--- config.mk ---
export PLATFORM = sky130hd
export DESIGN_NAME = rx_bit_framer
export DESIGN_NICKNAME = d
export VERILOG_FILES = /design/src/rtl/rx_link_pkg.sv /design/src/rtl/rx_bit_framer.sv
export SDC_FILE = /design/constraint.sdc
export NUM_CORES = 1
export LEC_CHECK = 0
export ABC_AREA = 1
export ABC_CLOCK_PERIOD_IN_PS = 1210
export BUFFER_PORTS_ARGS = -buffer_cell sky130_fd_sc_hd__buf_2
export CAP_MARGIN = 20
export CORE_MARGIN = 5
export CORE_UTILIZATION = 49
export DETAILED_ROUTE_END_ITERATION = 10
export GPL_ROUTABILITY_DRIVEN = 0
export GPL_TIMING_DRIVEN = 0
export PLACE_DENSITY = 0.84
export RECOVER_POWER = 25
export SYNTH_ARGS = -nofsm -noshare
export SYNTH_HDL_FRONTEND = slang
export SYNTH_SLANG_ARGS = --single-unit
--- constraint.sdc ---
create_clock -name clk -period 1.21 [get_ports clk]
set_clock_uncertainty 0.05 [all_clocks]
set_input_delay 0.242 -clock clk [delete_from_list [all_inputs] [get_ports clk]]
set_output_delay 0.242 -clock clk [all_outputs]
set_load 0.02 [all_outputs]
--- src/rtl/rx_link_pkg.sv ---
`default_nettype none

package rx_link_pkg;

  // one received data byte
  typedef logic [7:0] byte_t;

  // crc register value
  typedef logic [7:0] crc_t;

  // x^8 + x^2 + x + 1, msb first, init zero
  localparam crc_t CRC_POLY = 8'h07;

  typedef enum logic [1:0]
  {
    LINK_IDLE  = 2'd0, // waiting for a locked frame start
    LINK_RECV  = 2'd1, // bytes going into buffer and crc
    LINK_CLOSE = 2'd2  // one cycle for the last crc update
  } link_state_t;

  typedef enum logic [1:0]
  {
    STAT_OK       = 2'd0,
    STAT_CRC_ERR  = 2'd1, // residue not zero
    STAT_RUNT     = 2'd2, // fewer than two bytes
    STAT_OVERFLOW = 2'd3  // more bytes than the buffer holds
  } frame_status_t;

endpackage

`default_nettype wire

--- src/rtl/rx_bit_framer.sv ---
`timescale 1ns/100ps
`default_nettype none

module rx_bit_framer
(
  input  wire                  clk,
  input  wire                  reset,
  input  wire                  fram,
  input  wire                  bit_in,
  input  wire                  bit_strobe,
  output logic                 frame_start,
  output logic                 frame_end,
  output logic                 byte_valid,
  output rx_link_pkg::byte_t   rx_byte
);

  import rx_link_pkg::*;

  logic [1:0] fram_sync;
  logic [1:0] bit_sync;
  logic [1:0] strobe_sync;
  logic [1:0] fram_hist;   // delayed copies of synced gate
  logic [2:0] bit_cnt;
  byte_t      shift_reg;

  always_ff @(posedge clk or posedge reset)
  begin
    if (reset)
    begin
      fram_sync   <= 2'b00;
      bit_sync    <= 2'b00;
      strobe_sync <= 2'b00;
      fram_hist   <= 2'b00;
      frame_start <= 1'b0;
      frame_end   <= 1'b0;
      byte_valid  <= 1'b0;
      bit_cnt     <= 3'd0;
    end
    else
    begin
      fram_sync   <= {fram_sync[0], fram};
      bit_sync    <= {bit_sync[0], bit_in};
      strobe_sync <= {strobe_sync[0], bit_strobe};
      fram_hist   <= {fram_hist[0], fram_sync[1]};
      frame_start <= (fram_hist == 2'b01);
      frame_end   <= (fram_hist == 2'b10);
      byte_valid  <= 1'b0;
      if (fram_sync[1] && !fram_hist[0])
        bit_cnt <= 3'd0; // new frame, drop any stale partial byte
      else if (fram_sync[1] && strobe_sync[1])
      begin
        bit_cnt <= bit_cnt + 3'd1;
        if (bit_cnt == 3'd7)
          byte_valid <= 1'b1;
      end
    end
  end

  always_ff @(posedge clk)
  begin
    if (fram_sync[1] && strobe_sync[1])
      shift_reg <= {shift_reg[6:0], bit_sync[1]}; // msb first
  end

  assign rx_byte = shift_reg;

  a_edges_exclusive: assert property (@(posedge clk) disable iff (reset)
    !(frame_start && frame_end));

endmodule

`default_nettype wire

# Yosys cells after proc, flatten, opt, wreduce, memory -nomap -nowiden

Cells that the tools add are included.

Add/sub/neg operators: 1
Equal/unequal tests: 3
Muxes and demuxes: 5
Reduce and logical (&&, ||, !) cells: 4

Operator list:

| operator              | count |
|---|---|
| $mux W3               | 2 |
| $add A3 B1 Y3 const B | 1 |
| $eq A3 B3 Y1 const B  | 1 |
| $mux W1               | 3 |
| $eq A2 B1 Y1 const B  | 1 |
| $eq A2 B2 Y1 const B  | 1 |
| $logic_and A1 B1 Y1   | 2 |
| $reduce_bool A2 Y1    | 1 |
| $logic_not A1 Y1      | 1 |

Register bits after elaboration: 22
Input port bits: 5
Output and inout bits: 11
Logic and storage cells: 22

# Depth between registers and ports, before layout

Gate-level depths: netlist of run 1.

Depth after elaboration: 4
Mapped depth: 4
Gate-level depth less buffers: 4

# Worst setup path after synthesis of run 1

Ideal clock, no wire load.

Path type: register -> register
From: register bit_cnt[0]
To: register bit_cnt[2]
Setup time: 0.117 ns
Arrival: 0.948 ns
Slack: 0.095 ns
Stages on the path, launching flop included: 5
Path through: dfrtp_1 -> ha_1 -> ha_1 -> nand4_1 -> nand2_1

Word-level cells in the longest chain between the ends: 3

RTL lines:

| item                   | line                | RTL |
|---|---|---|
| from (decl)            | rx_bit_framer.sv:23 | `logic [2:0] bit_cnt;` |
| from (signal assigned) | rx_bit_framer.sv:52 | `bit_cnt <= bit_cnt + 3'd1;` |
| $add A3 B1 Y3          | rx_bit_framer.sv:52 |  |
| $mux W3                | rx_bit_framer.sv:50 | `else if (fram_sync[1] && strobe_sync[1])` |
| $mux W3                | rx_bit_framer.sv:48 | `if (fram_sync[1] && !fram_hist[0])` |

Every way passes these cells. The select of a mux whose other input is x is not followed.
A chain may end at the register's enable or synchronous reset.

# Final worst setup path of run 1

From: register shift_reg[0], in the netlist rx_byte[0]
To: output port rx_byte[0]

RTL lines:

| item                   | line                | RTL |
|---|---|---|
| from (decl)            | rx_bit_framer.sv:24 | `byte_t shift_reg;` |
| from (signal assigned) | rx_bit_framer.sv:62 | `shift_reg <= {shift_reg[6:0], bit_sync[1]};` |
| to (decl)              | rx_bit_framer.sv:14 | `output rx_link_pkg::byte_t rx_byte` |

No word-level cell between the ends.

==> results, run 1 <==
- After clock tree synthesis, the clock-pin slew on the worst setup and hold paths is 0.11 ns.
- The area of the die is 2303 sq um.
- The detail route stage leaves a number of antenna-violating nets equal to 0.
- The summed negative setup slack over all endpoints is 0 ns.
- In this run the power density over the cells is 1311 nW/um^2.
- In this run the worst hold path is classified as reg2reg.
- The clock insertion delay at the later pin of the skew report is 0.29 ns.
- Input and output buffers added on the ports amount to 15.
- In the global route stage, overall resource usage came out at 12.67%.
- Counting every sink on the clock net gives 22.
- The maximum number of pins on one net before global-route repair is 15.
- The synthesized cell area is 706.9 sq um.
- The overall via count from detail_route is 423.
- Cells fill 68.67% of the core in the end.
- The number of max-slew violations in the final report was 0.
- The instance area after placement is 800.8 sq um.
- After synthesis, the cell types taking the most area are sky130_fd_sc_hd__dfrtp_1 50%, sky130_fd_sc_hd__edfxtp_1 34%, sky130_fd_sc_hd__ha_1 3.5%, sky130_fd_sc_hd__nand4_1 2.7%, sky130_fd_sc_hd__nand3_1 2.1%.
- Walking the worst path, the cells encountered are buf_6.
- The flow ran to the end, and the final reports show no timing, DRC or antenna violations.
- The cell class contributing the biggest share of worst-path delay is flip-flops.
- The critical path data arrival time is 0.89 ns.
- For the finished layout, the period the worst path requires is 1.181 ns.
- The first-pass GRT wire length is 1.869 mm.
- The most common cell after layout, fill and taps aside is sky130_fd_sc_hd__dfrtp_1.
- Summed over all layers, the global routing overflow is 0.
- Before CTS, the worst setup slack after placement is 0.01134 ns.
- The violation count after the first detailed-route iteration is 3.
- For this design the static power due to leakage is 0.0004380 uW.
- The number of levels the H-tree was split into is 1.
- Dividing the detail-routed wire length by the instance count gives 13.52 microns.
- The largest single stage delay on the critical path is 0.44 ns.
- The floorplan has 13 rows.
- Of all nets on the critical path, the largest fanout is 2.
- The final net count is 79.
- The tightest hold margin is 0.3081 ns.
- The buffers plus inverters on the worst setup path is 1.
- The cell at the root of the clock tree is sky130_fd_sc_hd__clkbuf_4.
- The tool flagged a number of max-cap violations equal to 0.
- The area added between synthesis and finish is 29.56%.
- Once the floorplan was initialized, standard cells occupied 53.00% of the core.
- The core region area is 1334 sq um.
- When the netlist entered floorplanning its net count stood at 51.
- The final wirelength is 1.163 mm.
- Setup violations remaining at the end of the flow were counted as 0.
- The clock passes through at most 2 buffers.
- 0 antenna diodes ended up in the layout.
- The slowest stage of the critical path is the sky130_fd_sc_hd__edfxtp_1 cell.
- The fraction of final layout cells sized beyond drive strength 1 is 38.03%.
- The per-instance average area after synthesis is 16.07 sq um.
- STA classifies the critical path startpoint as a flop.
- The maximum clock rate is 846.9 MHz.
- The worst setup slack after layout is 0.02919 ns.
- The die extent in x is 47.99 microns.
- TritonCTS built the clock tree.
- The layout has 108 filler cells.
- The number of top-level design ports is 16.
- The detailed placement HPWL is 835.8 microns.
- For this run, the number of Yosys warnings is 0.
- The endpoint class of the critical path is an output pin.
- Across the VDD grid, the largest voltage drop is 0.0007765 V.
- After routing the design area is 915.9 sq um.
- Summed over its instances, the top area cell type makes up 49.56% of the synthesized netlist area.
- The class of the most critical setup path is reg2out.
- STA puts the critical path data required time at 0.92 ns.
- Measured against its own limit, the worst slew margin works out to 64.67%.
- Counting every instance in the synthesized netlist gives 44.
- Of the synthesized area, sequential elements account for 83.54%.
- In this run, synthesis produced a sequential element count of 22.
- The detailed-route vias per instance is 4.919.
- The die is 47.99 microns tall.
- Of all cell types, the one taking the most synthesized area is sky130_fd_sc_hd__dfrtp_1.
- For this run, design rule violations remaining after detail routing come to 0.
- Counting the buffers created by CTS gives 3.
- The number of global-route vias before repair came to 438.
- Setup repair after global routing could not meet its margin everywhere.
- Leaving out fill and tap cells, the most frequent cells in the layout are 14 x sky130_fd_sc_hd__dfrtp_1, 13 x sky130_fd_sc_hd__buf_2, 8 x sky130_fd_sc_hd__edfxtp_1.
- The final-report hold violation count is 0.
- At the pin with the least slew margin, the transition time is 0.5294 ns.
- The count of TritonRoute iterations in the first routing pass is 2.
- The netlist uses 10 different library cells.
- The initial antenna violation count is 0.
- The final critical path takes up 97.59% of the cycle.
## power breakdown
part / leakage (uW) / internal [uW] / switching (uW) / total [uW]
Clock: 0.0000150 / 128 / 191 / 319
Sequential: 0.000249 / 795 / 17.1 / 812
Combinational: 0.000174 / 30.3 / 38.3 / 68.7
## state kept, by name, summed over array words and instances, names as in the netlist
register	flops
bit_cnt	3
bit_sync	2
byte_valid	1
fram_hist	2
fram_sync	2
frame_end	1
frame_start	1
rx_byte	8
strobe_sync	2
## synthesized netlist by cell type
| cell | count |
|---|---|
| sky130_fd_sc_hd__nor2_1 | 3 |
| sky130_fd_sc_hd__dfrtp_1 | 14 |
| sky130_fd_sc_hd__nand2_1 | 4 |
| sky130_fd_sc_hd__edfxtp_1 | 8 |
| sky130_fd_sc_hd__inv_1 | 4 |
| sky130_fd_sc_hd__nand4_1 | 3 |
| sky130_fd_sc_hd__nand2_2 | 2 |
| sky130_fd_sc_hd__inv_2 | 1 |
| sky130_fd_sc_hd__ha_1 | 2 |
| sky130_fd_sc_hd__nand3_1 | 3 |
## per-layer routing
layer / vias to the layer above / wire [microns] / global-route usage (%)
met5: - / 0 / 0
met2: 13 / 628 / 23.75
met4: 0 / 0 / 6.452
met1: 207 / 458 / 12.53
li1: 203 / - / -
met3: 0 / 76 / 3.383
## per-stage QoR
step / total power (uW) / instances
after floorplan: 857.4 / 44
after global placement: 874.5 / 74
after detailed placement: 881.0 / 74
after CTS: 1213 / 82
after global routing: 1264 / 86
final: 1200 / 86
## cell type report
type | instances | area (sq um) | share of cell area (%)
tap | 15 | 18.77 | 2.049
clock buffer | 4 | 26.28 | 2.869
inverter | 5 | 22.52 | 2.459
sequential | 22 | 590.6 | 64.48
timing repair buffer | 23 | 157.7 | 17.21
multi-input combinational | 17 | 100.1 | 10.93
## repair_timing
| action | in CTS | in global routing |
|---|---|---|
| gates cloned | 0 | 0 |
| endpoints found under the hold margin | 17 | 0 |
| resized for setup | 1 | 5 |
| pin swaps | 0 | 1 |
| buffers inserted | 0 | 4 |
| hold buffers | 4 | 0 |
| endpoints found under the setup margin | 8 | 6 |
## final timing paths
kind	from	endpoint	slack [ns]	cells after the start
max	rx_byte[0]	rx_byte[0]	0.03	1
min	strobe_sync[0]	strobe_sync[1]	0.31	0
max reg2reg	fram_sync[1]	rx_byte[7]	0.06	2
min reg2reg	strobe_sync[0]	strobe_sync[1]	0.31	0
max in group asynchronous	reset	fram_hist[1]	0.29	3
min in group asynchronous	reset	bit_sync[1]	0.47	3
## logic make-up (layout without fill, tap and decap cells)
kind of cell,Yosys count,after routing,synth area share (%)
adder cells (fa/ha/maj),2,2,3.539
flip-flops,22,22,83.54
AND/OR/NAND/NOR,15,15,10.26
buffers and inverters,5,32,2.654
(Power assumes the default switching activity.)
==> inputs of run 2 (changes only) <==
- ABC_CLOCK_PERIOD_IN_PS: 1210 -> 1500
- CORE_UTILIZATION: 49 -> 50
- PLACE_DENSITY: 0.84 -> 0.86
- clock period: 1.21 -> 1.5 ns (I/O delays scaled with it)
==> results, run 2 (synthesis gave the netlist of run 1 again) <==
- In the layout the commonest cells are 15 x sky130_fd_sc_hd__buf_2, 14 x sky130_fd_sc_hd__dfrtp_1, 8 x sky130_fd_sc_hd__edfxtp_1.
- The worst setup path is launched from a flop.
- The final instance area is 837.1 sq um (-8.6%).
- The buffers plus inverters on the worst setup path is 1 (unchanged).
- The sequential standard cell area is 590.6 sq um (unchanged).
- The number of global-route vias before repair is 418 (-4.6%).
- Traced cell by cell, the critical path runs through buf_2.
- The endpoint class of the critical path is an output pin.
- The critical-path maximum fanout came to 2 (unchanged).
- The number of levels the H-tree was split into is 1 (unchanged).
- The maximum vdd drop came to 0.0008271 V (+6.5%).
- The register-to-register setup slack is 0.29 ns (+0.23 ns).
- The post-CTS setup-driven buffer insertion count is 0 (unchanged).
- The run finished with clean final reports.
- The measured slew at the worst slew-check pin is 0.5046 ns (-0.02484 ns).
- The startpoint of the lowest-slack hold path is bit_strobe.
- The static power due to leakage is 0.0004120 uW (-5.9%).
- The min-delay analysis places its worst path in the category in2reg.
- The maximum number of pins on one net before global-route repair came to 15 (unchanged).
- The routed length per instance is 12.41 microns (-8.3%).
- The critical path in this run is classified as reg2out.
- The number of top-level design ports is 16 (unchanged).
- The final net count was 72 (-8.9%).
- The time the final worst path needs with I/O delays and setup is 1.240 ns.
- The post-cts gate resize count is 0 (-1).
- The die extent in x is 47.60 microns (-0.80%).
- The area of the die was 2266 sq um (-1.6%).
- The flip-flop count of the largest register, all copies and words added is 8 (unchanged).
- The cell depth of the worst flop-to-flop path is 2 (unchanged).
- The instance area after placement is 800.8 sq um (unchanged).
- Compared with the post-synthesis result, the final layout area differs by 18.41%.
- Leaving out fill and tap cells, the most frequent cell in the layout is sky130_fd_sc_hd__buf_2.
- The count of TritonRoute iterations in the first routing pass was 2 (unchanged).
- The core region area was 1318 sq um (-1.2%).
- The worst slew margin relative to its limit is 66.33% (+1.7 points).
- The critical path data arrival time is 0.89 ns (about the same).
- The detailed-route vias per instance was 4.987 (+1.4%).
- The multi-input combinational cell area is 97.59 sq um (-2.5%).
- The DRC violation count after routing is 0 (unchanged).
- The maximum clock rate is 806.7 MHz.
- The final clock period utilization by the worst path is 82.64%.
- The initial standard-cell utilization of the core is 53.66% (+0.65 points).
- The cell class contributing the biggest share of worst-path delay is flip-flops.
- The delay of the slowest cell on the worst path came to 0.42 ns (-0.02 ns).
- The detailed placement HPWL was 743 microns (-11%).
- The antenna violation net count after detailed routing is 0 (unchanged).
- The final-report hold violation count was 0 (unchanged).
- The number of filler instances in the final layout was 99 (-8.3%).
- The endpoint with the worst hold slack is strobe_sync[0].
- The start of the worst register-to-register path is fram_sync[1].
- TritonCTS built the clock tree.
- The TritonCTS buffer count is 3 (unchanged).
- The number of cells traversed by the worst hold path came to 1 (+1).
- The number of I/O port buffers is 15 (unchanged).
- The number of core rows is 13 (unchanged).
- The total of endpoints with negative setup slack in the final report came to 0 (unchanged).
- The total routing usage reported by global routing is 12.09% (-0.59 points).
- The endpoint required time on the critical path is 1.15 ns (+0.23 ns).
- Setup repair after global routing left no endpoint under its margin.
- The number of clock sinks is 22 (unchanged).
- The first-pass GRT wire length is 1.787 mm (-4.4%).
- The die height was 47.60 microns (-0.80%).
- The cell at the root of the clock tree is sky130_fd_sc_hd__clkbuf_4.
- The max-cap check violation count is 0 (unchanged).
- The number of max-slew violations in the final report is 0 (unchanged).
- The summed negative setup slack over all endpoints is 0 ns (unchanged).
- The initial antenna violation count is 0 (unchanged).
- The clock transition at the registers of the reported paths is 0.10 ns (about the same).
- The global-route congestion overflow total came to 0 (unchanged).
- The violation count after the first detailed-route iteration was 1 (-2).
- The slowest cell on the critical path is sky130_fd_sc_hd__edfxtp_1.
- The final wirelength came to 980 microns (-16%).
- The fraction of final layout cells sized beyond drive strength 1 is 32.81% (-5.2 points).
- The number of antenna cells inserted is 0 (unchanged).
- In this run the critical register-to-register path is captured at rx_byte[3].
- The overall via count from detail_route is 394 (-6.9%).
- The clock insertion delay at the later pin of the skew report is 0.29 ns (about the same).
- The power density relative to cell area is 1138 nW/um^2 (-13%).
- The maximum root-to-sink buffer count is 2 (unchanged).
==> run 2: changes by cell type in the layout (fill, tap and decap cells not counted), sizes merged <==
cell,previous run,this run
inv,4,5
clkinvlp,1,0
buf,19,15
dlygate4sd3,4,1
==> run 2: stage by stage <==
stage          cells  hold WS (ns)  setup WS, ns  total power [uW]  utilization [%]
2_1_floorplan     44        0.1392        0.3846             691.7                -
6_report          79       0.05451        0.2604             952.4            63.53
4_1_cts           79       0.04864        0.2483             965.4            63.53
5_1_grt           79       0.03323        0.1800              1007            63.53
3_3_place_gp      74        0.2822        0.3281             705.2            60.78
3_5_place_dp      74        0.2903        0.2968             709.0            60.78
==> run 2: worst max-delay path by stage <==
stage | start | end | slack, ns | depth (start not counted)
detailed placement | fram_sync[1] | rx_byte[1] | 0.30 | 2
global placement | fram_sync[1] | rx_byte[2] | 0.33 | 2
global route | fram_sync[1] | rx_byte[5] | 0.18 | 2
floorplan | bit_cnt[0] | bit_cnt[2] | 0.38 | 4
finish | rx_byte[5] | rx_byte[5] | 0.26 | 1
CTS | rx_byte[5] | rx_byte[5] | 0.25 | 1
==> run 2: worst register-to-register path, delay by kind of cell, from the launching register on <==
| family | cells | cell delay [ns] |
|---|---|---|
| flops | 1 | 0.47 |
| buf+inv | 1 | 0.26 |
| simple gates | 1 | 0.12 |
==> run 2: what timing repair did <==
item	in CTS	in global routing
endpoints found under the setup margin	0	0
hold buffers	1	0
endpoints found under the hold margin	14	0
==> run 2: layer usage <==
layer | global-route usage (%) | part of all wire (%) | up-vias
li1 | - | - | 190
met1 | 13.50 | 40 | 185
met2 | 20.05 | 47 | 15
met3 | 3.383 | 9.6 | 4
met4 | 8.065 | 3.2 | 0
met5 | 0 | 0 | -
==> run 2: where the power goes <==
group,switching [uW],internal (uW),total [uW]
registers,13.6,642,655
logic,27.1,15.0,42.2
clock network,152,103,255
total,192,760,952
==> run 2: layout make-up <==
type                       instances  share of cell area (%)
sequential                        22                   70.55
multi-input combinational         17                   11.66
timing repair buffer              16                   10.16
clock buffer                       4                   3.139
inverter                           5                   2.242
tap                               15                   2.242
==> inputs of run 3 (changes only) <==
- ABC_AREA: 1 -> 0
- ABC_CLOCK_PERIOD_IN_PS: 1500 -> 1050
- CORE_UTILIZATION: 50 -> 44
- PLACE_DENSITY: 0.86 -> 0.81
- clock period: 1.5 -> 1.05 ns (I/O delays scaled with it)
==> results, run 3 <==
- The measured slew at the worst slew-check pin was 0.5035 ns (-0.001041 ns).
- The final wirelength is 1.226 mm (+25%).
- The per-instance average area after synthesis was 18.57 sq um (+16%).
- The core region area was 1506 sq um (+14%).
- The worst slack at placement is -0.1125 ns (-0.4093 ns).
- The TritonCTS buffer count came to 3 (unchanged).
- The area of the die came to 2505 sq um (+11%).
- The power density relative to cell area is 1392 nW/um^2 (+22%).
- The instance area after placement is 815.8 sq um (+1.9%).
- STA classifies the critical path startpoint as a flop.
- In the layout the commonest cells are 14 x sky130_fd_sc_hd__dfrtp_1, 10 x sky130_fd_sc_hd__buf_6, 10 x sky130_fd_sc_hd__buf_4.
- Setup repair after global routing could not meet its margin everywhere.
- The buffers plus inverters on the worst setup path was 0 (-1).
- The violation count after the first detailed-route iteration is 2 (+1).
- The clock insertion delay at the later pin of the skew report is 0.30 ns (about the same).
- The register area share after synthesis was 83.69% (+0.15 points).
- The global-route congestion overflow total was 0 (unchanged).
- The count of TritonRoute iterations in the first routing pass is 2 (unchanged).
- The library cell used most frequently in the layout, excluding fill and tap cells, is sky130_fd_sc_hd__dfrtp_1.
- The share of the core filled with cells in the final layout is 69.68% (+6.2 points).
- The number of flops mapped to enable cells by yosys is 8 (unchanged).
- The first-pass GRT wire length is 2.042 mm (+14%).
- The worst setup slack after layout is -0.09696 ns (-0.3574 ns).
- The number of global-route vias before repair is 449 (+7.4%).
- The post-synthesis instance total is 38 (-14%).
- The synthesized cell area came to 705.7 sq um (-0.18%).
- The synthesis warning total was 0 (unchanged).
- The number of clock sinks is 22 (unchanged).
- Of the available clock period, the critical path in the final layout requires 109.2%.
- The number of storage elements in the synthesis netlist is 22 (unchanged).
- The number of max-slew violations in the final report is 0 (unchanged).
- The worst path in the final design needs a cycle of 1.147 ns, including I/O delays and setup.
- The final net count was 79 (+9.7%).
- The number of levels the H-tree was split into was 1 (unchanged).
- The share of flip-flops with an asynchronous set or reset after synthesis is 63.64% (unchanged).
- The internal power summed over all cells is 1133 uW (+49%).
- The routed length per instance is 14.09 microns (+14%).
- The clock network fraction of total power was 26.0% (-0.8 points).
- The number of top-level design ports is 16 (unchanged).
- Walking the worst path, the cells encountered are ha_4, ha_4, a22o_1.
- The cell at the root of the clock tree is sky130_fd_sc_hd__clkbuf_4.
- The total stage count of the critical path is 3 (+2).
- The maximum vdd drop came to 0.0008113 V (-1.9%).
- Static timing analysis puts the maximum clock frequency at 871.9 MHz.
- The switching power summed over all nets is 328.4 uW (+71%).
- By instance count, the leading cell after synthesis is sky130_fd_sc_hd__dfrtp_1.
- In this design, the critical path's most frequently occurring cell is sky130_fd_sc_hd__ha_4.
- The die extent in x is 50.05 microns (+5.1%).
- The detailed placement HPWL is 715.9 microns (-3.6%).
- The number of core rows is 14 (+1).
- The static power due to leakage is 0.0004709 uW (+14%).
- The dominant synthesized flop cell is sky130_fd_sc_hd__dfrtp_1.
- The clock tree from TritonCTS is built.
- The share of total power in sequential cells is 64.8% (-4.0 points).
- The switching share of power is 22.47% (+2.3 points).
- The run finished, with violations left.
- The critical path data arrival time is 1.29 ns (+0.40 ns).
- The number of I/O port buffers is 15 (unchanged).
- The maximum number of pins on one net before global-route repair came to 15 (unchanged).
- The path class of the tightest hold or removal check is reg2reg.
- The flip-flop count of the largest register, all copies and words added is 8 (unchanged).
- The detailed-route vias per instance is 4.851 (-2.7%).
- The number of distinct library cell variants in the gate-level netlist after synthesis is 14 (+4).
- The synthesized design spends more area on one cell type than any other, namely sky130_fd_sc_hd__dfrtp_1.
- The slowest cell on the critical path is sky130_fd_sc_hd__dfrtp_1.
- The total routing usage reported by global routing is 10.99% (-1.1 points).
- The fraction of final layout cells sized beyond drive strength 1 is 53.52% (+21 points).
- The summed negative setup slack over all endpoints came to -0.8578 ns (-0.8578 ns).
- The portion of synthesized cell area occupied by the leading cell type is 49.65% (+0.088 points).
- The worst setup path is of the reg2reg kind.
- The maximum root-to-sink buffer count came to 2 (unchanged).
- The total of endpoints with negative setup slack in the final report is 14 (+14).
- The number of antenna cells inserted is 0 (unchanged).
- The max-cap check violation count is 0 (unchanged).
- The critical-path maximum fanout is 2 (unchanged).
- The checks that failed: setup timing.
- The die height is 50.05 microns (+5.1%).
- STA classifies the critical path endpoint as a flop.
- The final-report hold violation count is 0 (unchanged).
- The antenna violation net count after detailed routing is 0 (unchanged).
- The area growth from synthesis to layout is 48.76%.
- The delay of the slowest cell on the worst path is 0.43 ns (about the same).
- The worst register-to-register path ends at bit_cnt[2].
- The endpoint required time on the critical path is 1.20 ns (+0.05 ns).
- The start of the worst register-to-register path is bit_cnt[0].
- After synthesis, the cell types taking the most area are sky130_fd_sc_hd__dfrtp_1 50%, sky130_fd_sc_hd__edfxtp_1 34%, sky130_fd_sc_hd__ha_1 3.5%, sky130_fd_sc_hd__and3_4 1.6%, sky130_fd_sc_hd__inv_1 1.6%.
- The startpoint of the lowest-slack hold path is fram_sync[0].
- The commonest cells after synthesis are 14 x sky130_fd_sc_hd__dfrtp_1, 8 x sky130_fd_sc_hd__edfxtp_1, 3 x sky130_fd_sc_hd__inv_1.
- The initial antenna violation count is 0 (unchanged).
- The final instance area came to 1050 sq um (+25%).
- Tracing the worst setup path back leads to its startpoint at bit_cnt[0].
- The cell depth of the worst flop-to-flop path is 3 (+1).
- Grouping stages by cell kind, the critical path spends the most delay in flip-flops.
- The DRC violation count after routing is 0 (unchanged).
- The overall via count from detail_route is 422 (+7.1%).
- The initial standard-cell utilization of the core is 46.84% (-6.8 points).
- The share of power burned in combinational logic is 9.2% (+4.8 points).
- The register-to-register setup slack came to -0.1 ns (-0.39 ns).
- The worst setup path endpoint is bit_cnt[2].
- The clock transition at the registers of the reported paths came to 0.11 ns (about the same).
- The net count of the mapped netlist is 45 (-12%).
- The worst slew margin relative to its limit is 66.40% (+0.070 points).
==> run 3: cell types whose count changed after synthesis, sizes merged, moves of 2 or more <==
cell,before,now
nand2,6,0
nand4,3,0
nand3,3,1
nor2,3,1
o21ai,0,2
and2,0,2
inv,5,3
==> run 3: area by class of cell <==
| class | count | area (sq um) |
|---|---|---|
| fill | 103 | 456.7 |
| tap | 16 | 20.02 |
| sequential | 22 | 590.6 |
| inverter | 3 | 11.26 |
| clock buffer | 3 | 22.52 |
| clock inverter | 1 | 3.754 |
| multi-input combinational | 13 | 148.9 |
| timing repair buffer | 29 | 252.7 |
==> run 3: cell families after synthesis <==
group,Yosys count,synth area share [%]
and+or+nand+nor,6,5.674
buffers and inverters,3,1.596
AOI/OAI and AO/OA,4,3.901
DFF,22,83.69
adders and majority gates,2,3.546
muxes,1,1.596
==> run 3: power by group through the flow <==
stage,Clock [uW],Sequential [uW],Combinational [uW]
2_1_floorplan,0,959,47.3
3_3_place_gp,0,955,72.2
3_5_place_dp,0,958,77.5
4_1_cts,387,945,120
5_1_grt,427,951,150
6_report,380,947,135
==> run 3: worst min path at each step <==
stage / to / cells after the start / slack (ns)
floorplan: bit_cnt[0] / 1 / 0.05
global placement: bit_cnt[0] / 2 / 0.21
detailed placement: bit_cnt[1] / 2 / 0.21
CTS: fram_sync[1] / 0 / 0.31
global route: fram_sync[1] / 0 / 0.33
finish: fram_sync[1] / 0 / 0.31
==> run 3: worst register-to-register path: cells and delay by family (launching register included) <==
| family | cells | cell delay (ns) |
|---|---|---|
| adder cells (fa/ha/maj) | 2 | 0.38 |
| AO/OA/AOI/OAI | 1 | 0.20 |
| flip-flops | 1 | 0.43 |
==> run 3: timing repair <==
item                                    CTS  global route
endpoints found under the setup margin   22            14
hold endpoints to repair                 17             0
hold buffers                              4             0
gates resized for setup                  15            13
setup buffers                             7             3
cloned                                    0             0
pin swaps                                 3             3
==> run 3: routing by layer <==
metal / vias to the layer above / track usage [%] / share of wire [%]
met5: - / 0 / 0
met4: 0 / 6.114 / 1.2
met3: 2 / 3.313 / 5.1
met2: 14 / 17.99 / 54
met1: 208 / 12.50 / 40
li1: 198 / - / -
==> run 3: through the flow <==
step	hold slack (ns)	power, uW	cells
2_1_floorplan	0.04922	1007	38
6_report	0.3102	1462	87
5_1_grt	0.3335	1528	87
3_3_place_gp	0.2087	1027	69
4_1_cts	0.3125	1451	84
3_5_place_dp	0.2124	1036	69
